==> src/rtl/fetch_pkg.sv <==
`default_nettype none

// Types seen by the instruction fetch side
package fetch_pkg;

   // Fetch sequencer states
   // Idle until a start, then runs until a stop
   typedef enum logic {
      FETCH_IDLE = 1'b0,
      FETCH_RUN  = 1'b1
   } fetch_state_t;

   // One instruction word as returned by the fetch port
   typedef logic [31:0] instr_t;

endpackage

`default_nettype wire

==> src/rtl/fetch_unit.sv <==
`timescale 1ns/1ps
`default_nettype none

// Sequential instruction fetcher
// Walks word addresses from a start PC, one word per unstalled cycle
module fetch_unit
   import fetch_pkg::*;
#(
   parameter int AWIDTH = 15
) (
   input  logic              wb_clk_i,
   input  logic              wb_rst_i,
   // Control
   input  logic              fetch_start_i,
   input  logic [AWIDTH-1:0] fetch_pc_i,
   input  logic              fetch_stop_i,
   input  logic              fetch_stall_i,
   // RAM fetch port
   output logic [AWIDTH-1:0] if_adr_o,
   input  instr_t            if_data_i,
   // Delivered instruction stream
   output instr_t            instr_o,
   output logic [AWIDTH-1:0] instr_pc_o,
   output logic              instr_valid_o
);

   fetch_state_t      state_q;

   // Next address to issue
   logic [AWIDTH-1:0] pc_q;

   // Address whose word sits in the RAM output register
   logic [AWIDTH-1:0] issued_q;

   logic              valid_q;
   logic              advance;

   // Step only when running and the consumer takes the word
   assign advance = (state_q == FETCH_RUN) & ~fetch_stall_i;

   // On stall re-read the word already on the output
   // so the RAM register keeps the same data
   assign if_adr_o = fetch_stall_i ? issued_q : pc_q;

   // RAM data is already registered, one cycle behind the issued address
   assign instr_o       = if_data_i;
   assign instr_pc_o    = issued_q;
   assign instr_valid_o = valid_q;

   // State and valid flag
   always_ff @(posedge wb_clk_i) begin
      if (wb_rst_i) begin
         state_q <= FETCH_IDLE;
         valid_q <= 1'b0;
      end else if (fetch_start_i) begin
         // Restart, nothing valid until the first read lands
         state_q <= FETCH_RUN;
         valid_q <= 1'b0;
      end else if (fetch_stop_i) begin
         state_q <= FETCH_IDLE;
         valid_q <= 1'b0;
      end else if (advance) begin
         valid_q <= 1'b1;
      end
   end

   // Address pipeline
   always_ff @(posedge wb_clk_i) begin
      if (fetch_start_i) begin
         // Force word alignment
         pc_q <= {fetch_pc_i[AWIDTH-1:2], 2'b00};
      end else if (advance) begin
         // Wraps at the top of the address space
         pc_q     <= pc_q + AWIDTH'(4);
         issued_q <= pc_q;
      end
   end

endmodule

`default_nettype wire

==> config.mk <==
export PLATFORM = sky130hd
export DESIGN_NAME = fetch_unit
export DESIGN_NICKNAME = d
export VERILOG_FILES = /design/src/rtl/fetch_pkg.sv /design/src/rtl/fetch_unit.sv
export SDC_FILE = /design/constraint.sdc
export NUM_CORES = 1
export LEC_CHECK = 0
export BUFFER_PORTS_ARGS = -buffer_cell sky130_fd_sc_hd__buf_2
export CORE_AREA = 2 2 73 75
export DETAILED_ROUTE_END_ITERATION = 12
export DIE_AREA = 0 0 75 77
export PLACE_DENSITY = 0.67
export SLEW_MARGIN = 5
export SYNTH_ARGS = -nofsm -noshare
export SYNTH_HDL_FRONTEND = slang
export SYNTH_SLANG_ARGS = --single-unit
==> constraint.sdc <==
create_clock -name wb_clk_i -period 2.8 [get_ports wb_clk_i]
set_clock_uncertainty 0.2 [all_clocks]
set_input_delay 0.56 -clock wb_clk_i [delete_from_list [all_inputs] [get_ports wb_clk_i]]
set_output_delay 0.56 -clock wb_clk_i [all_outputs]
set_load 0.005 [all_outputs]
Word-level counts from Yosys, hierarchy flattened:

Cells that the tools add are included.

* register bits: 32
* bits in latches: 0
* bits in writable memories: 0
* bits in read-only memories: 0
* input bits: 52
* output and inout port bits: 63
* word-level logic and storage cells: 18
* memories kept: 0

* add/sub/neg operators: 1
* $mul: 0
* div/mod/pow operators: 0
* order comparisons: 0
* equality and inequality tests: 0
* shifts and indexed selects: 0
* muxes and demuxes: 5
* bitwise logic cells: 3
* reductions and logical operators: 4

Operators by type and width (number)
* two-way mux 15 bit: 3
* adder 15 x 3 -> 15 bit (second input constant): 1
* nonzero test 2 bit: 2
* OR reduction 3 bit: 1
* two-way mux 1 bit: 2
* inverter 1 bit: 2
* AND reduction 2 bit: 1
* bitwise AND 1 bit: 1

Longest topological paths before layout:

Gate-level depths: netlist (run 1).

* depth in word-level cells: 4
* gate-level depth with buffers: 5
* mapped depth without buffers: 5

Worst setup path before layout (run 1):

Ideal clock, no wire load.

* kind: input-to-reg
* start point: input fetch_start_i
* end point: register issued_q[10] (netlist: instr_pc_o[10]) (enable)
* library setup time: 382 ps
* data arrival time: 1392 ps
* required time: 2218 ps
* slack: 825 ps
* cell stages on the path: 3
* path buffers: 2
* path through: buf_6 > buf_6 > nor2_1

* word-level cells in the longest chain between the ends: 2

Ends and longest elaborated chain
* start, declared: RTL line fetch_unit.sv:14 `input logic fetch_start_i,`
* inverter 1 bit (no source line)
* AND reduction 2 bit (no source line)
* end signal, assigned: RTL line fetch_unit.sv:75 `issued_q <= pc_q;`
* end, declared: RTL line fetch_unit.sv:33 `logic [AWIDTH-1:0] issued_q;`

Every way passes these cells.
A chain may end at the register's enable or synchronous reset.

Final worst setup path (run 1):

* start point: input fetch_stall_i
* end point: output if_adr_o[4]

* word-level cells in the longest chain between the ends: 1

Ends and longest elaborated chain
* start, declared: RTL line fetch_unit.sv:17 `input logic fetch_stall_i,`
* two-way mux 15 bit: RTL line fetch_unit.sv:43 `assign if_adr_o = fetch_stall_i ? issued_q : pc_q;`
* end, declared: RTL line fetch_unit.sv:19 `output logic [AWIDTH-1:0] if_adr_o,`

Every way passes these cells.

==> flow_summary.json, run 1 <==
{
  "ctsResizeCount": 0,
  "critPathKind": "in2out",
  "io_pins": 115,
  "cts_tree": "built",
  "grt_max_degree": 30,
  "worst_pin_slew_ps": 630,
  "nets": 211,
  "grt_remaining_overflow": 0,
  "clk_latency_ps": 270,
  "fill_cells": 516,
  "fin_crit_sh_pct": 75.7,
  "cts_buffer_depth": 2,
  "fmax_mhz": 472,
  "yosys_warnings": 0,
  "start_kind": "primary input",
  "synthFlopType": "edfxtp_1",
  "syn_area_um2": 1650,
  "r2r-start": "pc_q[2]$_DFFE_PP_",
  "area_delta_synth_final_pct": 4.16,
  "io_buffers": 44,
  "drt-wirelength-per-cell_um": 12.6,
  "finalSetupViolCount": 0,
  "die_h_um": 77,
  "netlist.area_leader.share_pct": 47.2,
  "rsz0062_at_grt": "false",
  "wl_mm": 2.86,
  "finalMaxSlewViolations": 0,
  "power.share.combinational_pct": 13.4,
  "core_um2": 4980,
  "clock-sinks": 28,
  "antenna_found_initial": 0,
  "path_max_fanout": 14,
  "multi_input_area_um2": 534,
  "synth_top_cell_by_area": "edfxtp_1",
  "p_switching_w": 0.000207,
  "grt_pass1_wl_mm": 4.34,
  "clockRootBuffer": "clkbuf_8",
  "end_kind": "output port",
  "final_cell_mix": "44 x buf_2, 26 x edfxtp_1, 16 x nand2_1, 14 x mux2_2, 9 x xnor2_1",
  "postCtsSetupRepairBufs": 0,
  "rows": 26,
  "grt_use_total_pct": 10.0,
  "seqPwrFrac_pct": 60.8,
  "p_int_w": 0.000654,
  "maxCapViolations": 0,
  "async_reset_ff_share_pct": 0,
  "synth_seq_cells": 28,
  "clkPwrFrac_pct": 25.8,
  "place_area_um2": 1680,
  "swShare_pct": 24.0,
  "drive_above_1_share_pct": 41.4,
  "hold_viol_final": 0,
  "htreeDepth": 1,
  "globalplace.congestion": 0.750,
  "setup_tns_ps": 0,
  "cts_buffers": 3,
  "clkTransAtPathRegs_ps": 90,
  "layout_commonest_cell": "buf_2",
  "syn-instance-count": 145,
  "hp-class": "in2reg",
  "power.leakage_nw": 0.646,
  "synth_area_leaders": "edfxtp_1 47%, buf_4 16%, mux2_2 9.5%, xnor2_1 4.8%, nand2_1 3.6%",
  "synth_cell_types": 23,
  "via_per_inst": 4.28,
  "critPathArrivalTime_ps": 1360,
  "grt_pass1_vias": 896,
  "status": "complete, no violations",
  "ant_nets": 0,
  "die-area_um2": 5780,
  "start_util_pct": 33.2,
  "fin_worst_hold_slack_ps": 249,
  "insertedDiodeCount": 0,
  "place_hpwl_mm": 2.05,
  "final-seq-area_um2": 821,
  "fin_area_um2": 1720,
  "powerDensity_nw_per_um2": 500,
  "die_w_um": 75,
  "required_ps": 2040,
  "drtPass1Iterations": 4,
  "total_power_w": 0.000861,
  "seq_area_frac_synth_pct": 49.6,
  "peakVddDrop_mv": 0.193,
  "slew-limit-headroom_pct": 58.0,
  "vias": 971,
  "fin_crit_ps": 2120,
  "drcViolationCount": 0,
  "cts_hold_buf": 0,
  "worstHoldStart": "wb_rst_i",
  "syn_avg_cell_area_um2": 11.4,
  "detail_route.iter0.violations": 36,
  "crit_path_start": "fetch_stall_i",
  "synth_edf_count": 26
}
## cell families (layout without fill, tap and decap cells)
family          count (synthesis)  in the layout  synth area share, %
buf+inv                        42             51                 18.8
compound gates                 14             14                 4.46
other cells                     1              4                0.227
flops                          28             28                 49.6
simple gates                   34             34                 10.8
fa+ha+maj                       1              1                0.756
xor+xnor                       11             11                 5.82
mux                            14             14                 9.53
## synthesized netlist by cell type, types with 2 or more instances
| master | instances |
|---|---|
| nor2_1 | 5 |
| nor3_1 | 2 |
| xnor2_1 | 9 |
| mux2_2 | 14 |
| buf_6 | 2 |
| xor2_1 | 2 |
| dfxtp_1 | 2 |
| nand2b_1 | 2 |
| nand3_1 | 5 |
| inv_1 | 2 |
| buf_2 | 2 |
| edfxtp_1 | 26 |
| o21ai_0 | 8 |
| nand2_1 | 16 |
| nor4_2 | 2 |
| buf_4 | 36 |
| o21ai_1 | 4 |
## path summary, 6_finish.rpt
check	endpoint	slack [ps]	depth (start not counted)
hold reg to reg	instr_valid_o$_SDFFE_PP0P_	280	2
setup reg to reg	pc_q[8]$_DFFE_PP_	1000	5
hold / removal	state_q$_SDFFE_PP0P_	250	2
setup / recovery	if_adr_o[4]	680	3
## per-layer routing
metal / vias to the layer above / part of all wire [%] / track usage (%)
met3: 12 / 7.5 / 2.37
met4: 0 / 1.6 / 4.11
li1: 484 / - / -
met1: 431 / 44 / 13.1
met2: 44 / 46 / 15.6
met5: - / 0 / 0
## sequential cells by signal (all words and copies together), names as in the netlist
| name | cells |
|---|---|
| instr_pc_o | 13 |
| instr_valid_o | 1 |
| pc_q | 13 |
| state_q | 1 |
## critical path: stages
cell    delay, ps
buf_2         300
mux2_2        380
buf_2         120
## per-stage QoR
stage	setup slack [ps]	utilization (%)	std cells
after floorplan	825	-	148
after global placement	659	33.7	223
after detailed placement	653	33.7	223
after CTS	649	34.6	227
after global routing	610	34.6	227
final	679	34.6	227
## cell type report
class                   instances  share of cell area [%]
well taps                      70                    5.08
clock buffers                   4                    2.61
inverters                       2                   0.436
multi-input cells              78                    31.0
flip-flops and latches         28                    47.6
repair buffers                 45                    13.2
## power groups by stage
stage	Sequential, W	Clock (W)	Combinational [W]
final	0.000524	0.000222	0.000116
after global routing	0.000530	0.000245	0.000132
after global placement	0.000533	0	0.000116
after detailed placement	0.000535	0	0.000117
after CTS	0.000525	0.000227	0.000118
after floorplan	0.000525	0	0.000118
No activity file was read; power rests on OpenSTA's default activity.
==> inputs of run 2 (changes only) <==
--- a/config.mk
+++ b/config.mk
@@ -9,7 +9,7 @@
 export CORE_AREA = 2 2 73 75
 export DETAILED_ROUTE_END_ITERATION = 12
 export DIE_AREA = 0 0 75 77
-export PLACE_DENSITY = 0.67
+export PLACE_DENSITY = 0.7
 export SLEW_MARGIN = 5
 export SYNTH_ARGS = -nofsm -noshare
 export SYNTH_HDL_FRONTEND = slang
==> constraint.sdc (replaced) <==
create_clock -name wb_clk_i -period 1.87 [get_ports wb_clk_i]
set_clock_uncertainty 0.2 [all_clocks]
set_input_delay 0.374 -clock wb_clk_i [delete_from_list [all_inputs] [get_ports wb_clk_i]]
set_output_delay 0.374 -clock wb_clk_i [all_outputs]
set_load 0.005 [all_outputs]
==> run 2 against run 1 <==
Effect of this change: worst setup slack lost 640 ps; total power grew 54%; sequential share of layout area shrank 2.4 points; worst hold slack lost 170 ps; cell count grew 4.8%; combinational power grew 96%; utilization grew 1.9 points; critical path depth is the same; non-clock buffer count grew 11; sequential power grew 47%; largest cell class unchanged; die area is the same.
==> flow_summary.json, run 2 (synthesized netlist as in run 1, its figures left out) <==
{
  "status": "complete, no violations",
  "core_um2": 4980,
  "io_pins": 115,
  "ant_nets": 0,
  "fin_crit_ps": 1830,
  "use_met1_pct": 12.7,
  "hp-class": "in2reg",
  "globalplace.congestion": 0.759,
  "rows": 26,
  "start_util_pct": 33.2,
  "layout_commonest_cell": "buf_2",
  "power.leakage_nw": 0.702,
  "power.share.combinational_pct": 17.1,
  "total_power_w": 0.00132,
  "grt_max_degree": 19,
  "worstPathCellList": "buf_6 -> mux2_2 -> buf_6",
  "maxCapViolations": 0,
  "io_buffers": 44,
  "clk_latency_ps": 270,
  "finalSetupViolCount": 0,
  "start_kind": "flip-flop",
  "drtPass1Iterations": 4,
  "cts_buffer_depth": 2,
  "fin_crit_sh_pct": 97.7,
  "htreeDepth": 1,
  "grt_use_total_pct": 10.5,
  "clkTransAtPathRegs_ps": 90,
  "fin_area_um2": 1820,
  "clockRootBuffer": "clkbuf_8",
  "path_max_fanout": 5,
  "crit_path_top_delay_cell": "edfxtp_1",
  "via_per_inst": 4.19,
  "critPathArrivalTime_ps": 1250,
  "place_area_um2": 1740,
  "detail_route.iter0.violations": 38,
  "peakVddDrop_mv": 0.306,
  "top_usage_layer": "met2",
  "fin_worst_hold_slack_ps": 74.5,
  "final_cells": 238,
  "cts_buffers": 3,
  "final_cell_mix": "43 x buf_2, 26 x edfxtp_1, 16 x nand2_1, 14 x mux2_2, 11 x buf_4",
  "place_hpwl_mm": 2.24,
  "insertedDiodeCount": 0,
  "grt_pass1_vias": 1010,
  "die_h_um": 77,
  "area_delta_synth_final_pct": 9.76,
  "clkPwrFrac_pct": 24.9,
  "die_w_um": 75,
  "drt-wirelength-per-cell_um": 13.0,
  "dp.cells": 231,
  "die-area_um2": 5780,
  "drcViolationCount": 0,
  "grt_remaining_overflow": 0,
  "gr-usage-met3_pct": 2.23,
  "p_int_w": 0.00101,
  "cts_tree": "built",
  "nets": 222,
  "grt_pass1_wl_mm": 4.66,
  "end_kind": "output port",
  "powerDensity_nw_per_um2": 730,
  "cts_hold_buf": 0,
  "critPathKind": "reg2out",
  "seqPwrFrac_pct": 58.0,
  "finalMaxSlewViolations": 0,
  "drive_above_1_share_pct": 45.2,
  "path_delay_family": "flip-flops",
  "cpMostUsedCell": "buf_6",
  "p_switching_w": 0.000316,
  "antenna_found_initial": 0,
  "cp_slowest_stage_delay_ps": 450,
  "fmax_mhz": 547,
  "path_buf_inv": 2,
  "wl_mm": 3.10,
  "grtUsageMet2_pct": 17.0,
  "clock-sinks": 28,
  "vias": 998,
  "rsz0062_at_grt": "true",
  "swShare_pct": 23.9,
  "hold_viol_final": 0,
  "required_ps": 1300
}
[run 2: changes by cell type in the layout (fill, tap and decap cells not counted), sizes merged]
cell / delta
buf: +11
[run 2: layout make-up]
type	instances	area, µm²
clock buffer	4	45.0
inverter	2	7.51
sequential	28	821
fill	492	3160
timing repair buffer	56	320
multi-input combinational	78	534
tap	70	87.6
[run 2: final timing paths]
check	startpoint	end	slack (ps)	cells past startpoint
worst max-delay path	pc_q[5]$_DFFE_PP_	if_adr_o[5]	40	3
worst min-delay path	wb_rst_i	state_q$_SDFFE_PP0P_	70	2
worst min register to register	instr_valid_o$_SDFFE_PP0P_	instr_valid_o$_SDFFE_PP0P_	280	2
worst max register to register	pc_q[2]$_DFFE_PP_	pc_q[8]$_DFFE_PP_	160	5
[run 2: what timing repair did]
item	CTS	global route
setup buffers	0	3
resized for setup	0	2
endpoints found under the setup margin	0	4
[run 2: routing by layer]
metal	up-vias	wire length (µm)
li1	505	-
met1	444	1320
met2	43	1470
met3	6	261
met4	0	47
met5	-	0
[run 2: per-stage QoR]
step           TNS, ps  setup WS [ps]  util [%]
2_1_floorplan        0           81.4         -
6_report             0           42.5      36.5
4_1_cts              0           12.4      35.8
5_1_grt          -4.81          -4.81      36.5
3_3_place_gp         0            105      34.9
3_5_place_dp         0           82.4      34.9
[run 2: power by group through the flow]
stage	registers (W)	clock network, W	logic [W]
6_report	0.000768	0.000330	0.000227
5_1_grt	0.000773	0.000367	0.000254
4_1_cts	0.000773	0.000349	0.000212
3_5_place_dp	0.000787	0	0.000211
3_3_place_gp	0.000786	0	0.000207
2_1_floorplan	0.000787	0	0.000176
