**config.mk**
```make
export PLATFORM = sky130hd
export DESIGN_NAME = host_bridge_flat
export DESIGN_NICKNAME = d
export VERILOG_FILES = /design/src/rtl/mem_pkg.sv /design/src/rtl/dwb_if.sv /design/src/rtl/host_bridge.sv /design/src/flat_wrapper.sv
export SDC_FILE = /design/constraint.sdc
export NUM_CORES = 1
export LEC_CHECK = 0
export BUFFER_PORTS_ARGS = -buffer_cell sky130_fd_sc_hd__buf_2
export CAP_MARGIN = 20
export CORE_UTILIZATION = 41
export DETAILED_ROUTE_END_ITERATION = 6
export GPL_ROUTABILITY_DRIVEN = 0
export PLACE_DENSITY = 0.79
export SYNTH_ARGS = -nofsm -noshare
export SYNTH_HDL_FRONTEND = slang
export SYNTH_SLANG_ARGS = --single-unit
```
**constraint.sdc**
```tcl
create_clock -name wb_clk_i -period 2.7 [get_ports wb_clk_i]
set_clock_uncertainty 0.05 [all_clocks]
set_input_delay 0.27 -clock wb_clk_i [delete_from_list [all_inputs] [get_ports wb_clk_i]]
set_output_delay 0.27 -clock wb_clk_i [all_outputs]
set_load 0.005 [all_outputs]
```
**src/rtl/mem_pkg.sv**
```systemverilog
`default_nettype none

// Memory geometry and data-side bus types
package mem_pkg;

   // Default byte address width, 32 KiB of RAM
   localparam int AWIDTH_DEF = 15;

   // Default RAM size in bytes
   localparam int RAM_SIZE_DEF = 32768;

   // One 32-bit data word on the data port
   typedef logic [31:0] word_t;

   // Byte-lane select, bit n enables bits 8n+7..8n
   typedef logic [3:0] sel_t;

   // Byte address at the default width
   typedef logic [AWIDTH_DEF-1:0] addr_t;

endpackage

`default_nettype wire

```
**src/rtl/dwb_if.sv**
```systemverilog
`timescale 1ns/1ps
`default_nettype none

// Data-side Wishbone-style bus between the host bridge and the RAM
interface dwb_if
   import mem_pkg::*;
#(
   parameter int AWIDTH = AWIDTH_DEF
) ();

   logic [AWIDTH-1:0] adr;
   word_t             dat_w;
   word_t             dat_r;
   logic              we;
   logic              stb;
   sel_t              sel;
   logic              ack;

   // Bridge side, owns the request fields
   modport master (
      output adr, dat_w, we, stb, sel,
      input  dat_r, ack
   );

   // RAM side, answers with data and acknowledge
   modport slave (
      input  adr, dat_w, we, stb, sel,
      output dat_r, ack
   );

endinterface

`default_nettype wire

```
**src/rtl/host_bridge.sv**
```systemverilog
`timescale 1ns/1ps
`default_nettype none

// Host strobe to bus cycle bridge
// One request in flight, stb held until the RAM acknowledges
module host_bridge
   import mem_pkg::*;
#(
   parameter int AWIDTH = AWIDTH_DEF
) (
   input  logic              wb_clk_i,
   input  logic              wb_rst_i,
   // Host request strobes
   input  logic              host_stb_i,
   input  logic              host_we_i,
   input  logic [AWIDTH-1:0] host_adr_i,
   input  sel_t              host_sel_i,
   input  word_t             host_dat_i,
   // Host completion
   output logic              host_ack_o,
   output word_t             host_dat_o,
   output logic              host_busy_o,
   // Data-side bus
   dwb_if.master             bus
);

   // Outstanding request flag, doubles as bus stb
   logic              stb_q;

   // Held request fields
   logic              we_q;
   logic [AWIDTH-1:0] adr_q;
   sel_t              sel_q;
   word_t             dat_q;

   logic              take;
   logic              done;

   // New request only accepted when nothing is outstanding
   assign take = host_stb_i & ~stb_q;

   // Bus cycle ends in the cycle the RAM acks
   assign done = stb_q & bus.ack;

   always_ff @(posedge wb_clk_i) begin
      if (wb_rst_i) begin
         stb_q      <= 1'b0;
         host_ack_o <= 1'b0;
      end else begin
         // One-cycle pulse right after the ack edge
         host_ack_o <= done;
         if (take) begin
            stb_q <= 1'b1;
         end else if (done) begin
            stb_q <= 1'b0;
         end
      end
   end

   // Request capture
   always_ff @(posedge wb_clk_i) begin
      if (take) begin
         we_q  <= host_we_i;
         adr_q <= host_adr_i;
         sel_q <= host_sel_i;
         dat_q <= host_dat_i;
      end
   end

   // Read word kept until the next read completes
   always_ff @(posedge wb_clk_i) begin
      if (done && !we_q) begin
         host_dat_o <= bus.dat_r;
      end
   end

   // Busy drops together with the ack pulse
   assign host_busy_o = stb_q;

   // Request fields stay steady for the whole cycle
   assign bus.stb   = stb_q;
   assign bus.we    = we_q;
   assign bus.adr   = adr_q;
   assign bus.sel   = sel_q;
   assign bus.dat_w = dat_q;

endmodule

`default_nettype wire

```
**src/flat_wrapper.sv**
```systemverilog
// flat-port wrapper written by rule: the top's interface ports become plain ports
module host_bridge_flat import mem_pkg::*;
#(
   parameter int AWIDTH = AWIDTH_DEF
)
  (wb_clk_i, wb_rst_i, host_stb_i, host_we_i, host_adr_i, host_sel_i, host_dat_i, host_ack_o, host_dat_o, host_busy_o, bus_adr, bus_dat_w, bus_we, bus_stb, bus_sel, bus_dat_r, bus_ack);
  dwb_if #(.AWIDTH(AWIDTH)) bus_i ();
  input  logic wb_clk_i;
  input  logic wb_rst_i;
  input  logic host_stb_i;
  input  logic host_we_i;
  input  logic [AWIDTH-1:0] host_adr_i;
  input  sel_t host_sel_i;
  input  word_t host_dat_i;
  output logic host_ack_o;
  output word_t host_dat_o;
  output logic host_busy_o;
  output wire logic [$bits(bus_i.adr)-1:0] bus_adr;
  output wire logic [$bits(bus_i.dat_w)-1:0] bus_dat_w;
  output wire logic [$bits(bus_i.we)-1:0] bus_we;
  output wire logic [$bits(bus_i.stb)-1:0] bus_stb;
  output wire logic [$bits(bus_i.sel)-1:0] bus_sel;
  input wire logic [$bits(bus_i.dat_r)-1:0] bus_dat_r;
  input wire logic [$bits(bus_i.ack)-1:0] bus_ack;
  assign bus_adr = bus_i.adr;
  assign bus_dat_w = bus_i.dat_w;
  assign bus_we = bus_i.we;
  assign bus_stb = bus_i.stb;
  assign bus_sel = bus_i.sel;
  assign bus_i.dat_r = bus_dat_r;
  assign bus_i.ack = bus_ack;
  host_bridge #(.AWIDTH(AWIDTH)) u_core (.wb_clk_i(wb_clk_i), .wb_rst_i(wb_rst_i), .host_stb_i(host_stb_i), .host_we_i(host_we_i), .host_adr_i(host_adr_i), .host_sel_i(host_sel_i), .host_dat_i(host_dat_i), .host_ack_o(host_ack_o), .host_dat_o(host_dat_o), .host_busy_o(host_busy_o), .bus(bus_i));
endmodule
```
== Word level (Yosys, flattened, before mapping) ==
Cells that the tools add are included.

* Bitwise operators: 3
* Muxes and demuxes: 2
* Reductions and logical operators: 3

{| class="wikitable"
|+ Operators by type and width
! cell !! count
|-
| 1-bit AND || 2
|-
| 1-bit 2-to-1 mux || 2
|-
| 2-bit nonzero test || 1
|-
| 1-bit logical AND || 1
|-
| 1-bit logical NOT || 1
|-
| 1-bit inverter || 1
|}

* Output and inout bits: 87
* Input port bits: 88
* Word-level logic and storage cells: 15
* Register bits: 86

== Logic depth before layout (Yosys ltp) ==
Gate-level depths: netlist (run 1).

* Word-level depth: 3
* Gate-level depth with buffers: 2
* Depth with buffers taken out: 2

== Worst setup path after synthesis (run 1) ==
No wires, ideal clock.

* Path type: reg-to-reg
* Start point: register u_core.stb_q (netlist: u_core.bus.stb)
* End point: register u_core.host_dat_o[0] (enable)
* Required time: 2.229 ns
* Buffers on the path: 0
* Stages on the path, launching flop included: 3
* Path slack: 0.395 ns
* Arrival time: 1.834 ns
* Setup time: 0.421 ns
* Period minus slack after synthesis: 2.305 ns
* Path through: dfxtp_1 > nand2_1 > nor2_1

* Cells in the longest elaborated chain, start to end: 2

{| class="wikitable"
|+ RTL lines
! what !! line !! RTL
|-
| start: declaration || host_bridge.sv:28 || <nowiki>logic stb_q;</nowiki>
|-
| start signal: assignment || host_bridge.sv:47 || <nowiki>stb_q <= 1'b0;</nowiki>
|-
| start signal: assignment || host_bridge.sv:53 || <nowiki>stb_q <= 1'b1;</nowiki>
|-
| start signal: assignment || host_bridge.sv:55 || <nowiki>stb_q <= 1'b0;</nowiki>
|-
| 1-bit AND || host_bridge.sv:43 || <nowiki>assign done = stb_q & bus.ack;</nowiki>
|-
| 1-bit logical AND || host_bridge.sv:72 || <nowiki>if (done && !we_q) begin</nowiki>
|-
| end signal: assignment || host_bridge.sv:73 || <nowiki>host_dat_o <= bus.dat_r;</nowiki>
|-
| end: declaration || host_bridge.sv:21 || <nowiki>output word_t host_dat_o,</nowiki>
|}

Every way passes these cells.
A chain may end at the register's enable or synchronous reset.

== Final worst setup path (run 1) ==
* Start point: register u_core.stb_q (netlist: u_core.bus.stb)
* End point: register u_core.dat_q[12] (netlist: u_core.bus.dat_w[12]) (enable)

* Cells in the longest elaborated chain, start to end: 2

{| class="wikitable"
|+ RTL lines
! what !! line !! RTL
|-
| 1-bit inverter || host_bridge.sv:40 || <nowiki>assign take = host_stb_i & ~stb_q;</nowiki>
|-
| 1-bit AND || host_bridge.sv:40 ||
|-
| named net u_core.take || host_bridge.sv:36 || <nowiki>logic take;</nowiki>
|-
| end signal: assignment || host_bridge.sv:66 || <nowiki>dat_q <= host_dat_i;</nowiki>
|-
| end: declaration || host_bridge.sv:34 || <nowiki>word_t dat_q;</nowiki>
|}

The timed path passes the listed nets, and every way through them passes these cells.

==> report_table.html, run 1 <==
<table>
<tr><th>Metric</th><th>Value</th></tr>
<tr><th colspan="2">Timing</th></tr>
<tr><td>Final critical-path required period</td><td>1.507 ns</td></tr>
<tr><td>Final count of pins violating max slew</td><td>0</td></tr>
<tr><td>Hold Slack</td><td>0.04848 ns</td></tr>
<tr><td>Final hold vios</td><td>0</td></tr>
<tr><td>Slew HR</td><td>0.5836</td></tr>
<tr><td># setup viols final</td><td>0</td></tr>
<tr><td>Final critical-path share of the clock period</td><td>0.5580</td></tr>
<tr><td>Setup repair after global routing missed its margin</td><td>false</td></tr>
<tr><td>Final TNS setup</td><td>0 ns</td></tr>
<tr><td>Actual transition at the worst max-transition pin</td><td>0.6246 ns</td></tr>
<tr><td>Least setup slack across all paths after layout</td><td>1.193 ns</td></tr>
<tr><td>Fmax</td><td>0.6637 GHz</td></tr>
<tr><th colspan="2">Worst setup path</th></tr>
<tr><td>Type of element launching the critical path</td><td>flop</td></tr>
<tr><td>CP peak stage delay</td><td>0.50 ns</td></tr>
<tr><td>Family with the most delay on the worst path</td><td>buffers and inverters</td></tr>
<tr><td>Crit path required time</td><td>2.63 ns</td></tr>
<tr><td>Crit path buffers/inverters</td><td>1</td></tr>
<tr><td>Cells traversed along the worst timing path</td><td>and2b_2 &gt; buf_4</td></tr>
<tr><td>Critical Path Sink Type</td><td>flop</td></tr>
<tr><td>Classification of the worst setup path</td><td>flop to flop</td></tr>
<tr><td>WP data arrival</td><td>1.43 ns</td></tr>
<tr><td>Slowest library cell on the worst path</td><td>sky130_fd_sc_hd__buf_4</td></tr>
<tr><td>Worst-path fanout max</td><td>52</td></tr>
<tr><th colspan="2">Cells and area</th></tr>
<tr><td># fillers</td><td>449</td></tr>
<tr><td>Commonest non-fill, non-tap cells in the layout</td><td>174 x sky130_fd_sc_hd__buf_2, 84 x sky130_fd_sc_hd__edfxtp_1, 9 x sky130_fd_sc_hd__clkbuf_8</td></tr>
<tr><td>Total Nets Final</td><td>367</td></tr>
<tr><td>Storage cell area</td><td>2562 sq um</td></tr>
<tr><td>Share of final-layout standard cells stronger than drive strength 1</td><td>0.6714</td></tr>
<tr><td>Synth-to-Final Area Change</td><td>43.43%</td></tr>
<tr><td>Diode insertion count for antenna repair</td><td>0</td></tr>
<tr><td>Total area of multi-input combinational cells</td><td>33.78 sq um</td></tr>
<tr><td>Commonest non-fill, non-tap cell in the layout</td><td>sky130_fd_sc_hd__buf_2</td></tr>
<tr><th colspan="2">Detailed routing</th></tr>
<tr><td>Post-route DRC violation count</td><td>0</td></tr>
<tr><td>Drt total wl</td><td>5110 um</td></tr>
<tr><td>Drt pass-1 iters</td><td>4</td></tr>
<tr><td>Vias per cell</td><td>4.391</td></tr>
<tr><td>Starting DRC count in detailed routing</td><td>45</td></tr>
<tr><td>Via count of the routed design</td><td>1572</td></tr>
<tr><td>ANT nets after route</td><td>0</td></tr>
<tr><td>Routed len/inst</td><td>14.27 um</td></tr>
<tr><th colspan="2">Clocking</th></tr>
<tr><td>Number of CTS-inserted buffers</td><td>9</td></tr>
<tr><td>Cells resized by post-CTS repair</td><td>0</td></tr>
<tr><td>Clk buf depth</td><td>2</td></tr>
<tr><td>Clock Pin Slew Worst Setup and Hold Paths</td><td>0.08 ns</td></tr>
<tr><td>Clk sink count</td><td>86</td></tr>
<tr><td>Clock latency reported for the late side of the worst-skew pair</td><td>0.34 ns</td></tr>
<tr><td>Clock tree from TritonCTS</td><td>done</td></tr>
<tr><td>Root buffer selected by CTS</td><td>sky130_fd_sc_hd__clkbuf_8</td></tr>
<tr><td>Buffer count from post-CTS setup fixing</td><td>0</td></tr>
<tr><td>Clock H-tree levels</td><td>3</td></tr>
<tr><td>Hold Buf Count CTS</td><td>0</td></tr>
<tr><th colspan="2">Yosys</th></tr>
<tr><td>Net count after synthesis</td><td>181</td></tr>
<tr><td>Count of distinct cell types in the synthesized netlist</td><td>7</td></tr>
<tr><td>Post-synthesis area per instance</td><td>27.97 sq um</td></tr>
<tr><td>Synth warn</td><td>0</td></tr>
<tr><td>Synthesized flop and latch total</td><td>86</td></tr>
<tr><td>Cell area after synthesis</td><td>2601 sq um</td></tr>
<tr><td>Post-synthesis cell count</td><td>93</td></tr>
<tr><td>Sequential share of the synthesized area</td><td>0.9851</td></tr>
<tr><th colspan="2">Min path</th></tr>
<tr><td>Worst min path class</td><td>input port to flop</td></tr>
<tr><th colspan="2">Floorplan</th></tr>
<tr><td>Die Outline Area</td><td>6667 sq um</td></tr>
<tr><td>Starting density of the core</td><td>0.4317</td></tr>
<tr><td>Number of standard-cell rows in the floorplan</td><td>28</td></tr>
<tr><td>Core ar.</td><td>6026 sq um</td></tr>
<tr><td>Horizontal die dimension</td><td>81.65 um</td></tr>
<tr><td>DIE HEIGHT</td><td>81.65 um</td></tr>
<tr><td>Top Ports</td><td>175</td></tr>
<tr><th colspan="2">Run</th></tr>
<tr><td>Max capacitance violation total</td><td>0</td></tr>
<tr><th colspan="2">GRT</th></tr>
<tr><td>Vias in the first global route</td><td>1451</td></tr>
<tr><td>Maximum number of pins on one net before global-route repair</td><td>53</td></tr>
<tr><td>GRT Overall Usage</td><td>0.1493</td></tr>
<tr><td>Number of antenna violations at the first check in global routing</td><td>0</td></tr>
<tr><td>Global-route wire length before repair</td><td>6693 um</td></tr>
<tr><td>Sum of overflow across all layers after global routing</td><td>0</td></tr>
<tr><th colspan="2">Run status</th></tr>
<tr><td>Status</td><td>completed</td></tr>
<tr><th colspan="2">Power and ir drop</th></tr>
<tr><td>Peak supply drop</td><td>0.0004701 V</td></tr>
<tr><td>Power density relative to cell area</td><td>652.2 nW/um^2</td></tr>
<tr><td>Leak Pwr</td><td>0.001589 uW</td></tr>
<tr><th colspan="2">Placement</th></tr>
<tr><td># port buffers</td><td>174</td></tr>
<tr><td>Post-Place Setup Slack</td><td>1.188 ns</td></tr>
</table>
[cell type report]
class                      instances  share of cell area
sequential                        86              0.6868
timing repair buffer             176              0.2374
clock buffer                      10             0.03421
tap                               75             0.02515
multi-input combinational          6            0.009054
clock inverter                     5            0.007378
[metal layers]
layer,GRT usage,up-vias,routed length (um)
li1,-,741,-
met1,0.1611,694,1914
met2,0.2275,130,2280
met3,0.07556,7,810
met4,0.1053,0,104
met5,0,-,0
[worst paths after layout]
check	startpoint	end	slack [ns]	cells past startpoint
max	u_core.bus.stb	u_core.bus.dat_w[12]	1.19	2
min	host_adr_i[11]	u_core.bus.adr[11]	0.05	1
max reg2reg	u_core.bus.stb	u_core.bus.dat_w[12]	1.19	2
min reg2reg	u_core.bus.stb	u_core.host_ack_o	0.48	2
[registers in the layout, summed over array words and instances, names as in the netlist]
signal and count:
u_core.bus.adr 15, u_core.bus.dat_w 32, u_core.bus.sel 4, u_core.bus.stb 1, u_core.bus.we 1, u_core.host_ack_o 1, u_core.host_dat_o 32
[power breakdown]
| group | internal, uW | switching, uW | leakage (uW) |
|---|---|---|---|
| Combinational | 83.8 | 76.9 | 0.000711 |
| Clock | 321 | 399 | 0.0000732 |
| Sequential | 1540 | 14.1 | 0.000805 |
| Total | 1940 | 490 | 0.00159 |
[synth_stat cells]
| library cell | n | share of area |
|---|---|---|
| sky130_fd_sc_hd__a211oi_1 | 1 | 0.0029 |
| sky130_fd_sc_hd__and2b_2 | 1 | 0.0034 |
| sky130_fd_sc_hd__buf_4 | 1 | 0.0029 |
| sky130_fd_sc_hd__dfxtp_1 | 2 | 0.015 |
| sky130_fd_sc_hd__edfxtp_1 | 84 | 0.97 |
| sky130_fd_sc_hd__nand2_1 | 1 | 0.0014 |
| sky130_fd_sc_hd__nor2_1 | 3 | 0.0043 |
[metrics by stage]
stage	cell area, sq um	util	cells	power (uW)
floorplan	2601	-	93	1619
global placement	3576	0.5934	343	1740
detailed placement	3576	0.5934	343	1747
CTS	3731	0.6192	358	2467
global route	3731	0.6192	358	2521
finish	3731	0.6192	358	2433
[cells by family after synthesis]
logic type / share of synthesized area
DFF: 0.9851
AOI/OAI and AO/OA: 0.002887
and+or+nand+nor: 0.009138
buffers and inverters: 0.002887
No activity file was read; power rests on OpenSTA's default activity.
==> run 2, diff against run 1 <==
==> constraint.sdc (replaced) <==
create_clock -name wb_clk_i -period 1.4 [get_ports wb_clk_i]
set_clock_uncertainty 0.05 [all_clocks]
set_input_delay 0.14 -clock wb_clk_i [delete_from_list [all_inputs] [get_ports wb_clk_i]]
set_output_delay 0.14 -clock wb_clk_i [all_outputs]
set_load 0.005 [all_outputs]
==> run 2 against run 1 <==
Compared with the run above: combinational power grew to 3.3 times the previous value; critical path depth increased by 2; final cell count is 25% higher; utilization increased by 16 points; global-route usage grew 6.5 points; clock-buffer cell count is the same; cell area increased by 26%; worst hold slack is essentially flat; critical endpoint is now u_core.bus.stb.
==> report_table.html, run 2 (synthesis gave the netlist of run 1 again) <==
<table>
<tr><th>Metric</th><th>Value</th></tr>
<tr><th colspan="2">Cells and area</th></tr>
<tr><td>Diode insertion count for antenna repair</td><td>0</td></tr>
<tr><td>Total Nets Final</td><td>454</td></tr>
<tr><td>Post-route core utilization</td><td>0.7772</td></tr>
<tr><td>Commonest non-fill, non-tap cells in the layout</td><td>174 x sky130_fd_sc_hd__buf_2, 86 x sky130_fd_sc_hd__dlygate4sd3_1, 84 x sky130_fd_sc_hd__edfxtp_1</td></tr>
<tr><td>Final instance count without filler cells</td><td>446</td></tr>
<tr><td># fillers</td><td>333</td></tr>
<tr><td>Synth-to-Final Area Change</td><td>80.04%</td></tr>
<tr><td>Commonest non-fill, non-tap cell in the layout</td><td>sky130_fd_sc_hd__buf_2</td></tr>
<tr><td>Share of final-layout standard cells stronger than drive strength 1</td><td>0.5202</td></tr>
<tr><th colspan="2">GRT</th></tr>
<tr><td>GRT Overall Usage</td><td>0.2141</td></tr>
<tr><td>Met1 track demand over resource in global routing</td><td>0.2441</td></tr>
<tr><td>Number of antenna violations at the first check in global routing</td><td>0</td></tr>
<tr><td>Vias in the first global route</td><td>2015</td></tr>
<tr><td>Maximum number of pins on one net before global-route repair</td><td>36</td></tr>
<tr><td>Global routing's busiest layer</td><td>met2</td></tr>
<tr><td>Sum of overflow across all layers after global routing</td><td>0</td></tr>
<tr><td>Met2 track demand over resource</td><td>0.3550</td></tr>
<tr><td>GR Util met3</td><td>0.06556</td></tr>
<tr><td>Global-route wire length before repair</td><td>9673 um</td></tr>
<tr><th colspan="2">Detailed routing</th></tr>
<tr><td>Vias per cell</td><td>4.363</td></tr>
<tr><td>Post-route DRC violation count</td><td>0</td></tr>
<tr><td>Via count of the routed design</td><td>1946</td></tr>
<tr><td>Starting DRC count in detailed routing</td><td>67</td></tr>
<tr><td>Routed len/inst</td><td>15.88 um</td></tr>
<tr><td>Drt pass-1 iters</td><td>4</td></tr>
<tr><td>ANT nets after route</td><td>0</td></tr>
<tr><td>Drt total wl</td><td>7081 um</td></tr>
<tr><th colspan="2">Timing</th></tr>
<tr><td>Actual transition at the worst max-transition pin</td><td>0.2255 ns</td></tr>
<tr><td>Fmax</td><td>0.7537 GHz</td></tr>
<tr><td># setup viols final</td><td>0</td></tr>
<tr><td>Hold Slack</td><td>0.04799 ns</td></tr>
<tr><td>Final critical-path required period</td><td>1.327 ns</td></tr>
<tr><td>Final TNS setup</td><td>0 ns</td></tr>
<tr><td>Slew HR</td><td>0.8497</td></tr>
<tr><td>Setup repair after global routing missed its margin</td><td>false</td></tr>
<tr><td>Final count of pins violating max slew</td><td>0</td></tr>
<tr><td>Final critical-path share of the clock period</td><td>0.9476</td></tr>
<tr><td>Final hold vios</td><td>0</td></tr>
<tr><th colspan="2">Clocking</th></tr>
<tr><td>Clock latency reported for the late side of the worst-skew pair</td><td>0.33 ns</td></tr>
<tr><td>Clk buf depth</td><td>2</td></tr>
<tr><td>Root buffer selected by CTS</td><td>sky130_fd_sc_hd__clkbuf_8</td></tr>
<tr><td>Clock Pin Slew Worst Setup and Hold Paths</td><td>0.08 ns</td></tr>
<tr><td>Clock H-tree levels</td><td>3</td></tr>
<tr><td>Clock tree from TritonCTS</td><td>done</td></tr>
<tr><td>Number of CTS-inserted buffers</td><td>9</td></tr>
<tr><td>Clk sink count</td><td>86</td></tr>
<tr><td>Cells resized by post-CTS repair</td><td>0</td></tr>
<tr><td>Buffer count from post-CTS setup fixing</td><td>0</td></tr>
<tr><td>Hold Buf Count CTS</td><td>86</td></tr>
<tr><th colspan="2">Worst setup path</th></tr>
<tr><td>WP data arrival</td><td>1.56 ns</td></tr>
<tr><td>Slowest library cell on the worst path</td><td>sky130_fd_sc_hd__dlygate4sd3_1</td></tr>
<tr><td>Library cell appearing most often on the critical path</td><td>sky130_fd_sc_hd__dlygate4sd3_1</td></tr>
<tr><td>Cells traversed along the worst timing path</td><td>dlygate4sd3_1 &gt; buf_2 &gt; a211oi_1 &gt; dlygate4sd3_1</td></tr>
<tr><td>Crit path buffers/inverters</td><td>3</td></tr>
<tr><td>Critical Path Sink Type</td><td>flop</td></tr>
<tr><td>Classification of the worst setup path</td><td>input port to flop</td></tr>
<tr><td>Type of element launching the critical path</td><td>input port</td></tr>
<tr><td>Source of the worst register-to-register timing path</td><td>u_core.bus.stb</td></tr>
<tr><td>Worst Reg-to-Reg Cells</td><td>3</td></tr>
<tr><td>Crit Reg-Reg Endpoint</td><td>u_core.bus.stb</td></tr>
<tr><td>Worst-path fanout max</td><td>2</td></tr>
<tr><td>Crit path required time</td><td>1.63 ns</td></tr>
<tr><td>Register-to-register path setup slack</td><td>0.16 ns</td></tr>
<tr><td>Family with the most delay on the worst path</td><td>buffers and inverters</td></tr>
<tr><td>CP peak stage delay</td><td>0.56 ns</td></tr>
<tr><th colspan="2">Floorplan</th></tr>
<tr><td>DIE HEIGHT</td><td>81.65 um</td></tr>
<tr><td>Die Outline Area</td><td>6667 sq um</td></tr>
<tr><td>Core ar.</td><td>6026 sq um</td></tr>
<tr><td>Number of standard-cell rows in the floorplan</td><td>28</td></tr>
<tr><td>Top Ports</td><td>175</td></tr>
<tr><td>Horizontal die dimension</td><td>81.65 um</td></tr>
<tr><td>Starting density of the core</td><td>0.4317</td></tr>
<tr><th colspan="2">Run status</th></tr>
<tr><td>Status</td><td>completed</td></tr>
<tr><th colspan="2">Min path</th></tr>
<tr><td>Hold path startpoint</td><td>bus_ack</td></tr>
<tr><td>Endpoint of the worst hold-timing path</td><td>u_core.host_ack_o</td></tr>
<tr><td>Worst Hold Depth</td><td>3</td></tr>
<tr><td>Worst min path class</td><td>input port to flop</td></tr>
<tr><th colspan="2">Power and ir drop</th></tr>
<tr><td>Leak Pwr</td><td>0.001992 uW</td></tr>
<tr><td>Peak supply drop</td><td>0.0009028 V</td></tr>
<tr><td>Power density relative to cell area</td><td>1131 nW/um^2</td></tr>
<tr><th colspan="2">Placement</th></tr>
<tr><td># port buffers</td><td>174</td></tr>
<tr><td>DP Cell Count</td><td>344</td></tr>
<tr><th colspan="2">Run</th></tr>
<tr><td>Max capacitance violation total</td><td>0</td></tr>
</table>
==> run 2: changes by cell type in the layout (fill, tap and decap cells not counted), sizes merged <==
cell | previous run | this run
dlygate4sd3 | 0 | 86
clkinvlp | 2 | 0
clkinv | 3 | 4
bufinv | 0 | 2
buf | 176 | 177
==> run 2: worst max path at each step <==
stage	startpoint	end	slack, ns	cells past startpoint
6_report	wb_rst_i	u_core.bus.stb	0.07	4
3_5_place_dp	u_core.bus.stb	u_core.bus.sel[3]	0.17	2
5_1_grt	wb_rst_i	u_core.bus.stb	0.01	4
3_3_place_gp	u_core.bus.stb	u_core.bus.adr[1]	0.19	2
2_1_floorplan	u_core.bus.stb	u_core.host_dat_o[0]	0.008	2
4_1_cts	wb_rst_i	u_core.bus.stb	0.1	4
==> run 2: per-stage QoR <==
stage	area, sq um	setup WS (ns)	power [uW]
after detailed placement	3618	0.1729	3389
after global placement	3618	0.1921	3372
after floorplan	2614	0.008193	3125
after CTS	4683	0.09920	5311
after global routing	4683	0.01102	5474
final	4683	0.07330	5298
==> run 2: where the power goes <==
group          switching, uW  total (uW)  leakage (uW)  internal [uW]
Sequential              36.5        3000      0.000805           2970
Combinational            200         533       0.00108            333
Clock                    776        1760      0.000103            985
Total                   1010        5300       0.00199           4280
==> run 2: tightest hold or removal path, cell delays in order <==
cell and delay, ns:
sky130_fd_sc_hd__buf_2 0.11, sky130_fd_sc_hd__nand2_2 0.08, sky130_fd_sc_hd__nor2_1 0.05
==> run 2: final cells by class <==
class,instances,area [sq um],area share
flip-flops and latches,86,2564,0.5474
repair buffers,263,1779,0.3799
clock buffers,10,127.6,0.02725
well taps,75,93.84,0.02004
clock inverters,6,76.32,0.01630
multi-input cells,6,42.54,0.009084
==> run 2: layer usage <==
layer / part of all wire / vias up / routed length, um
li1: - / 918 / -
met1: 0.39 / 870 / 2741
met2: 0.48 / 141 / 3397
met3: 0.11 / 17 / 747
met4: 0.028 / 0 / 195
met5: 0 / - / 0
==> run 3, diff against run 2 <==
--- a/config.mk
+++ b/config.mk
@@ -5,6 +5,7 @@
 export SDC_FILE = /design/constraint.sdc
 export NUM_CORES = 1
 export LEC_CHECK = 0
+export ABC_AREA = 1
 export BUFFER_PORTS_ARGS = -buffer_cell sky130_fd_sc_hd__buf_2
 export CAP_MARGIN = 20
 export CORE_UTILIZATION = 41
==> run 3 against run 2 <==
Compared with the run above: global-route usage rose by 1.6 points; critical endpoint is now u_core.bus.dat_w[19]; via count increased by 1.2%; sequential share of layout area up 0.19 points; sequential power about the same; first-iteration DRC count increased by 3.0%; register-to-register slack improved by 0.07 ns; synthesized cell count rose by 3.2%; cell area is 0.35% lower; area after synthesis rose by 0.29%; total power shrank 2.7%; setup slack gained 0.038 ns.
==> report_table.html, run 3 <==
<table>
<tr><th>Metric</th><th>Value</th></tr>
<tr><th colspan="2">Run status</th></tr>
<tr><td>Status</td><td>completed</td></tr>
<tr><th colspan="2">Cells and area</th></tr>
<tr><td>Total Nets Final</td><td>457</td></tr>
<tr><td>Share of final-layout standard cells stronger than drive strength 1</td><td>0.5269</td></tr>
<tr><td>Synth-to-Final Area Change</td><td>78.90%</td></tr>
<tr><td>Diode insertion count for antenna repair</td><td>0</td></tr>
<tr><td>Commonest non-fill, non-tap cell in the layout</td><td>sky130_fd_sc_hd__buf_2</td></tr>
<tr><td># fillers</td><td>342</td></tr>
<tr><td>Commonest non-fill, non-tap cells in the layout</td><td>174 x sky130_fd_sc_hd__buf_2, 86 x sky130_fd_sc_hd__dlygate4sd3_1, 84 x sky130_fd_sc_hd__edfxtp_1</td></tr>
<tr><th colspan="2">Yosys</th></tr>
<tr><td>Sequential share of the synthesized area</td><td>0.9823</td></tr>
<tr><td>Fraction of registers with async set or reset after synthesis</td><td>0</td></tr>
<tr><td>Synthesized flop and latch total</td><td>86</td></tr>
<tr><td>Dominant synthesized flop cell</td><td>sky130_fd_sc_hd__edfxtp_1</td></tr>
<tr><td>Net count after synthesis</td><td>184</td></tr>
<tr><td>Leading post-synthesis cells by cell area</td><td>sky130_fd_sc_hd__edfxtp_1 97%, sky130_fd_sc_hd__dfxtp_1 1.5%, sky130_fd_sc_hd__nor2_1 0.58%</td></tr>
<tr><td>Ranking of synthesized cells by instance count</td><td>84 x sky130_fd_sc_hd__edfxtp_1, 4 x sky130_fd_sc_hd__nor2_1, 2 x sky130_fd_sc_hd__dfxtp_1, 2 x sky130_fd_sc_hd__inv_1</td></tr>
<tr><td>Post-synthesis cell count</td><td>96</td></tr>
<tr><td>Count of distinct cell types in the synthesized netlist</td><td>8</td></tr>
<tr><td>Most frequently used cell type in the post-synthesis netlist</td><td>sky130_fd_sc_hd__edfxtp_1</td></tr>
<tr><td>Post-synth top area cell</td><td>sky130_fd_sc_hd__edfxtp_1</td></tr>
<tr><td>Synth warn</td><td>0</td></tr>
<tr><td>Post-synthesis area per instance</td><td>27.17 sq um</td></tr>
<tr><td>Cell area after synthesis</td><td>2609 sq um</td></tr>
<tr><td>Post-synth EDFFs</td><td>84</td></tr>
<tr><td>Yosys top cell area share</td><td>0.9669</td></tr>
<tr><th colspan="2">Power and ir drop</th></tr>
<tr><td>P_sw</td><td>1063 uW</td></tr>
<tr><td>Switching part of the total</td><td>0.2062</td></tr>
<tr><td>Combinational Power Share</td><td>0.103</td></tr>
<tr><td>Internal Dissipation</td><td>4093 uW</td></tr>
<tr><td>Reg power frac</td><td>0.583</td></tr>
<tr><td>Leak Pwr</td><td>0.001993 uW</td></tr>
<tr><td>Peak supply drop</td><td>0.0008287 V</td></tr>
<tr><td>Portion of total power attributed to the clock network</td><td>0.314</td></tr>
<tr><td>Power density relative to cell area</td><td>1105 nW/um^2</td></tr>
<tr><th colspan="2">Floorplan</th></tr>
<tr><td>Horizontal die dimension</td><td>81.77 um</td></tr>
<tr><td>Number of standard-cell rows in the floorplan</td><td>28</td></tr>
<tr><td>Die Outline Area</td><td>6686 sq um</td></tr>
<tr><td>Starting density of the core</td><td>0.4329</td></tr>
<tr><td>Top Ports</td><td>175</td></tr>
<tr><td>DIE HEIGHT</td><td>81.77 um</td></tr>
<tr><td>Core ar.</td><td>6026 sq um</td></tr>
<tr><th colspan="2">GRT</th></tr>
<tr><td>Global-route wire length before repair</td><td>10390 um</td></tr>
<tr><td>Maximum number of pins on one net before global-route repair</td><td>37</td></tr>
<tr><td>Number of antenna violations at the first check in global routing</td><td>0</td></tr>
<tr><td>Vias in the first global route</td><td>2164</td></tr>
<tr><td>GRT Overall Usage</td><td>0.2296</td></tr>
<tr><td>Sum of overflow across all layers after global routing</td><td>0</td></tr>
<tr><th colspan="2">Clocking</th></tr>
<tr><td>Clk sink count</td><td>86</td></tr>
<tr><td>Clock Pin Slew Worst Setup and Hold Paths</td><td>0.08 ns</td></tr>
<tr><td>Clock H-tree levels</td><td>3</td></tr>
<tr><td>Clk buf depth</td><td>2</td></tr>
<tr><td>Root buffer selected by CTS</td><td>sky130_fd_sc_hd__clkbuf_8</td></tr>
<tr><td>Clock latency reported for the late side of the worst-skew pair</td><td>0.34 ns</td></tr>
<tr><td>Buffer count from post-CTS setup fixing</td><td>0</td></tr>
<tr><td>Clock tree from TritonCTS</td><td>done</td></tr>
<tr><td>Number of CTS-inserted buffers</td><td>9</td></tr>
<tr><th colspan="2">Timing</th></tr>
<tr><td>Slew HR</td><td>0.8715</td></tr>
<tr><td># setup viols final</td><td>0</td></tr>
<tr><td>Final critical-path required period</td><td>1.289 ns</td></tr>
<tr><td>Setup repair after global routing missed its margin</td><td>false</td></tr>
<tr><td>Actual transition at the worst max-transition pin</td><td>0.1923 ns</td></tr>
<tr><td>Least setup slack across all paths after layout</td><td>0.1109 ns</td></tr>
<tr><td>Final count of pins violating max slew</td><td>0</td></tr>
<tr><td>Fmax</td><td>0.7758 GHz</td></tr>
<tr><td>Final critical-path share of the clock period</td><td>0.9208</td></tr>
<tr><td>Final hold vios</td><td>0</td></tr>
<tr><td>Final TNS setup</td><td>0 ns</td></tr>
<tr><th colspan="2">Worst setup path</th></tr>
<tr><td>Worst-path fanout max</td><td>36</td></tr>
<tr><td>Cells traversed along the worst timing path</td><td>dlygate4sd3_1 &gt; buf_2 &gt; inv_1 &gt; nor2_4 &gt; buf_12</td></tr>
<tr><td>Crit path buffers/inverters</td><td>4</td></tr>
<tr><td>Slowest library cell on the worst path</td><td>sky130_fd_sc_hd__dlygate4sd3_1</td></tr>
<tr><td>Critical Path Sink Type</td><td>flop</td></tr>
<tr><td>Family with the most delay on the worst path</td><td>buffers and inverters</td></tr>
<tr><td>Type of element launching the critical path</td><td>input port</td></tr>
<tr><td>WP data arrival</td><td>1.28 ns</td></tr>
<tr><td>Crit path required time</td><td>1.39 ns</td></tr>
<tr><td>Classification of the worst setup path</td><td>input port to flop</td></tr>
<tr><td>CP peak stage delay</td><td>0.53 ns</td></tr>
<tr><th colspan="2">Detailed routing</th></tr>
<tr><td>Drt pass-1 iters</td><td>4</td></tr>
<tr><td>Drt total wl</td><td>7354 um</td></tr>
<tr><td>ANT nets after route</td><td>0</td></tr>
<tr><td>Starting DRC count in detailed routing</td><td>69</td></tr>
<tr><td>Routed len/inst</td><td>16.45 um</td></tr>
<tr><td>Post-route DRC violation count</td><td>0</td></tr>
<tr><td>Via count of the routed design</td><td>1970</td></tr>
<tr><td>Vias per cell</td><td>4.407</td></tr>
<tr><th colspan="2">Run</th></tr>
<tr><td>Max capacitance violation total</td><td>0</td></tr>
<tr><th colspan="2">Placement</th></tr>
<tr><td>Hpwl dp</td><td>3867 um</td></tr>
<tr><td>Post-Place Setup Slack</td><td>0.2441 ns</td></tr>
<tr><td># port buffers</td><td>174</td></tr>
<tr><th colspan="2">Min path</th></tr>
<tr><td>Worst min path class</td><td>input port to flop</td></tr>
</table>
-- run 3: cell types whose count changed after synthesis --
| cell | change |
|---|---|
| sky130_fd_sc_hd__a211oi_1 | -1 |
| sky130_fd_sc_hd__and2b_2 | -1 |
| sky130_fd_sc_hd__inv_1 | +2 |
| sky130_fd_sc_hd__nand2_2 | +1 |
| sky130_fd_sc_hd__nor2_1 | +1 |
| sky130_fd_sc_hd__nor2_2 | +1 |
-- run 3: layout make-up --
cell class              count  area (sq um)  share of cell area
clock inverters             5         52.55             0.01126
clock buffers               9         123.9             0.02654
repair buffers            263          1779              0.3812
flip-flops and latches     86          2564              0.5493
inverters                   2         7.507            0.001609
multi-input cells           7         46.29            0.009920
well taps                  75         93.84             0.02011
-- run 3: power groups by stage --
| stage | Combinational, uW | Clock, uW | Sequential (uW) |
|---|---|---|---|
| 6_report | 533 | 1620 | 3010 |
| 5_1_grt | 577 | 1760 | 3020 |
| 4_1_cts | 519 | 1630 | 3000 |
| 3_5_place_dp | 334 | 0 | 3050 |
| 3_3_place_gp | 324 | 0 | 3050 |
| 2_1_floorplan | 52.5 | 0 | 3080 |
-- run 3: layer usage --
metal | global-route usage | wire [um]
met5 | 0 | 0
met4 | 0.1175 | 214
met3 | 0.1089 | 802
met2 | 0.3810 | 3702
met1 | 0.2426 | 2634
-- run 3: final timing paths --
check / to / depth (start not counted) / slack (ns) / startpoint
hold / removal: u_core.host_ack_o / 3 / 0.03 / bus_ack
setup / recovery: u_core.bus.dat_w[19] / 5 / 0.11 / host_stb_i
hold reg to reg: u_core.host_ack_o / 2 / 0.50 / u_core.bus.stb
setup reg to reg: u_core.host_dat_o[22] / 3 / 0.23 / u_core.bus.stb
-- run 3: worst register-to-register path, stage by stage, from the launching register on --
cell	delay, ns
sky130_fd_sc_hd__dfxtp_2	0.40
sky130_fd_sc_hd__nand2_2	0.10
sky130_fd_sc_hd__nor2_4	0.11
sky130_fd_sc_hd__buf_12	0.20
-- run 3: kinds of logic after synthesis --
group,share of synthesized area
and+or+nand+nor,0.01199
buffers and inverters,0.005758
DFF,0.9823
-- run 3: through the flow --
stage | utilization | hold WS (ns) | power (uW) | instances | area (sq um)
CTS | 0.7745 | 0.005920 | 5142 | 447 | 4667
global placement | 0.6024 | 0.2662 | 3375 | 347 | 3630
floorplan | - | 0.1624 | 3128 | 96 | 2625
global route | 0.7745 | 0.04616 | 5349 | 447 | 4667
detailed placement | 0.6024 | 0.2654 | 3388 | 347 | 3630
finish | 0.7745 | 0.03419 | 5156 | 447 | 4667
-- run 3: repair_timing --
action / CTS / global route
gates resized for setup: 0 / 0
endpoints found under the hold margin: 86 / 0
hold buffers: 86 / 0
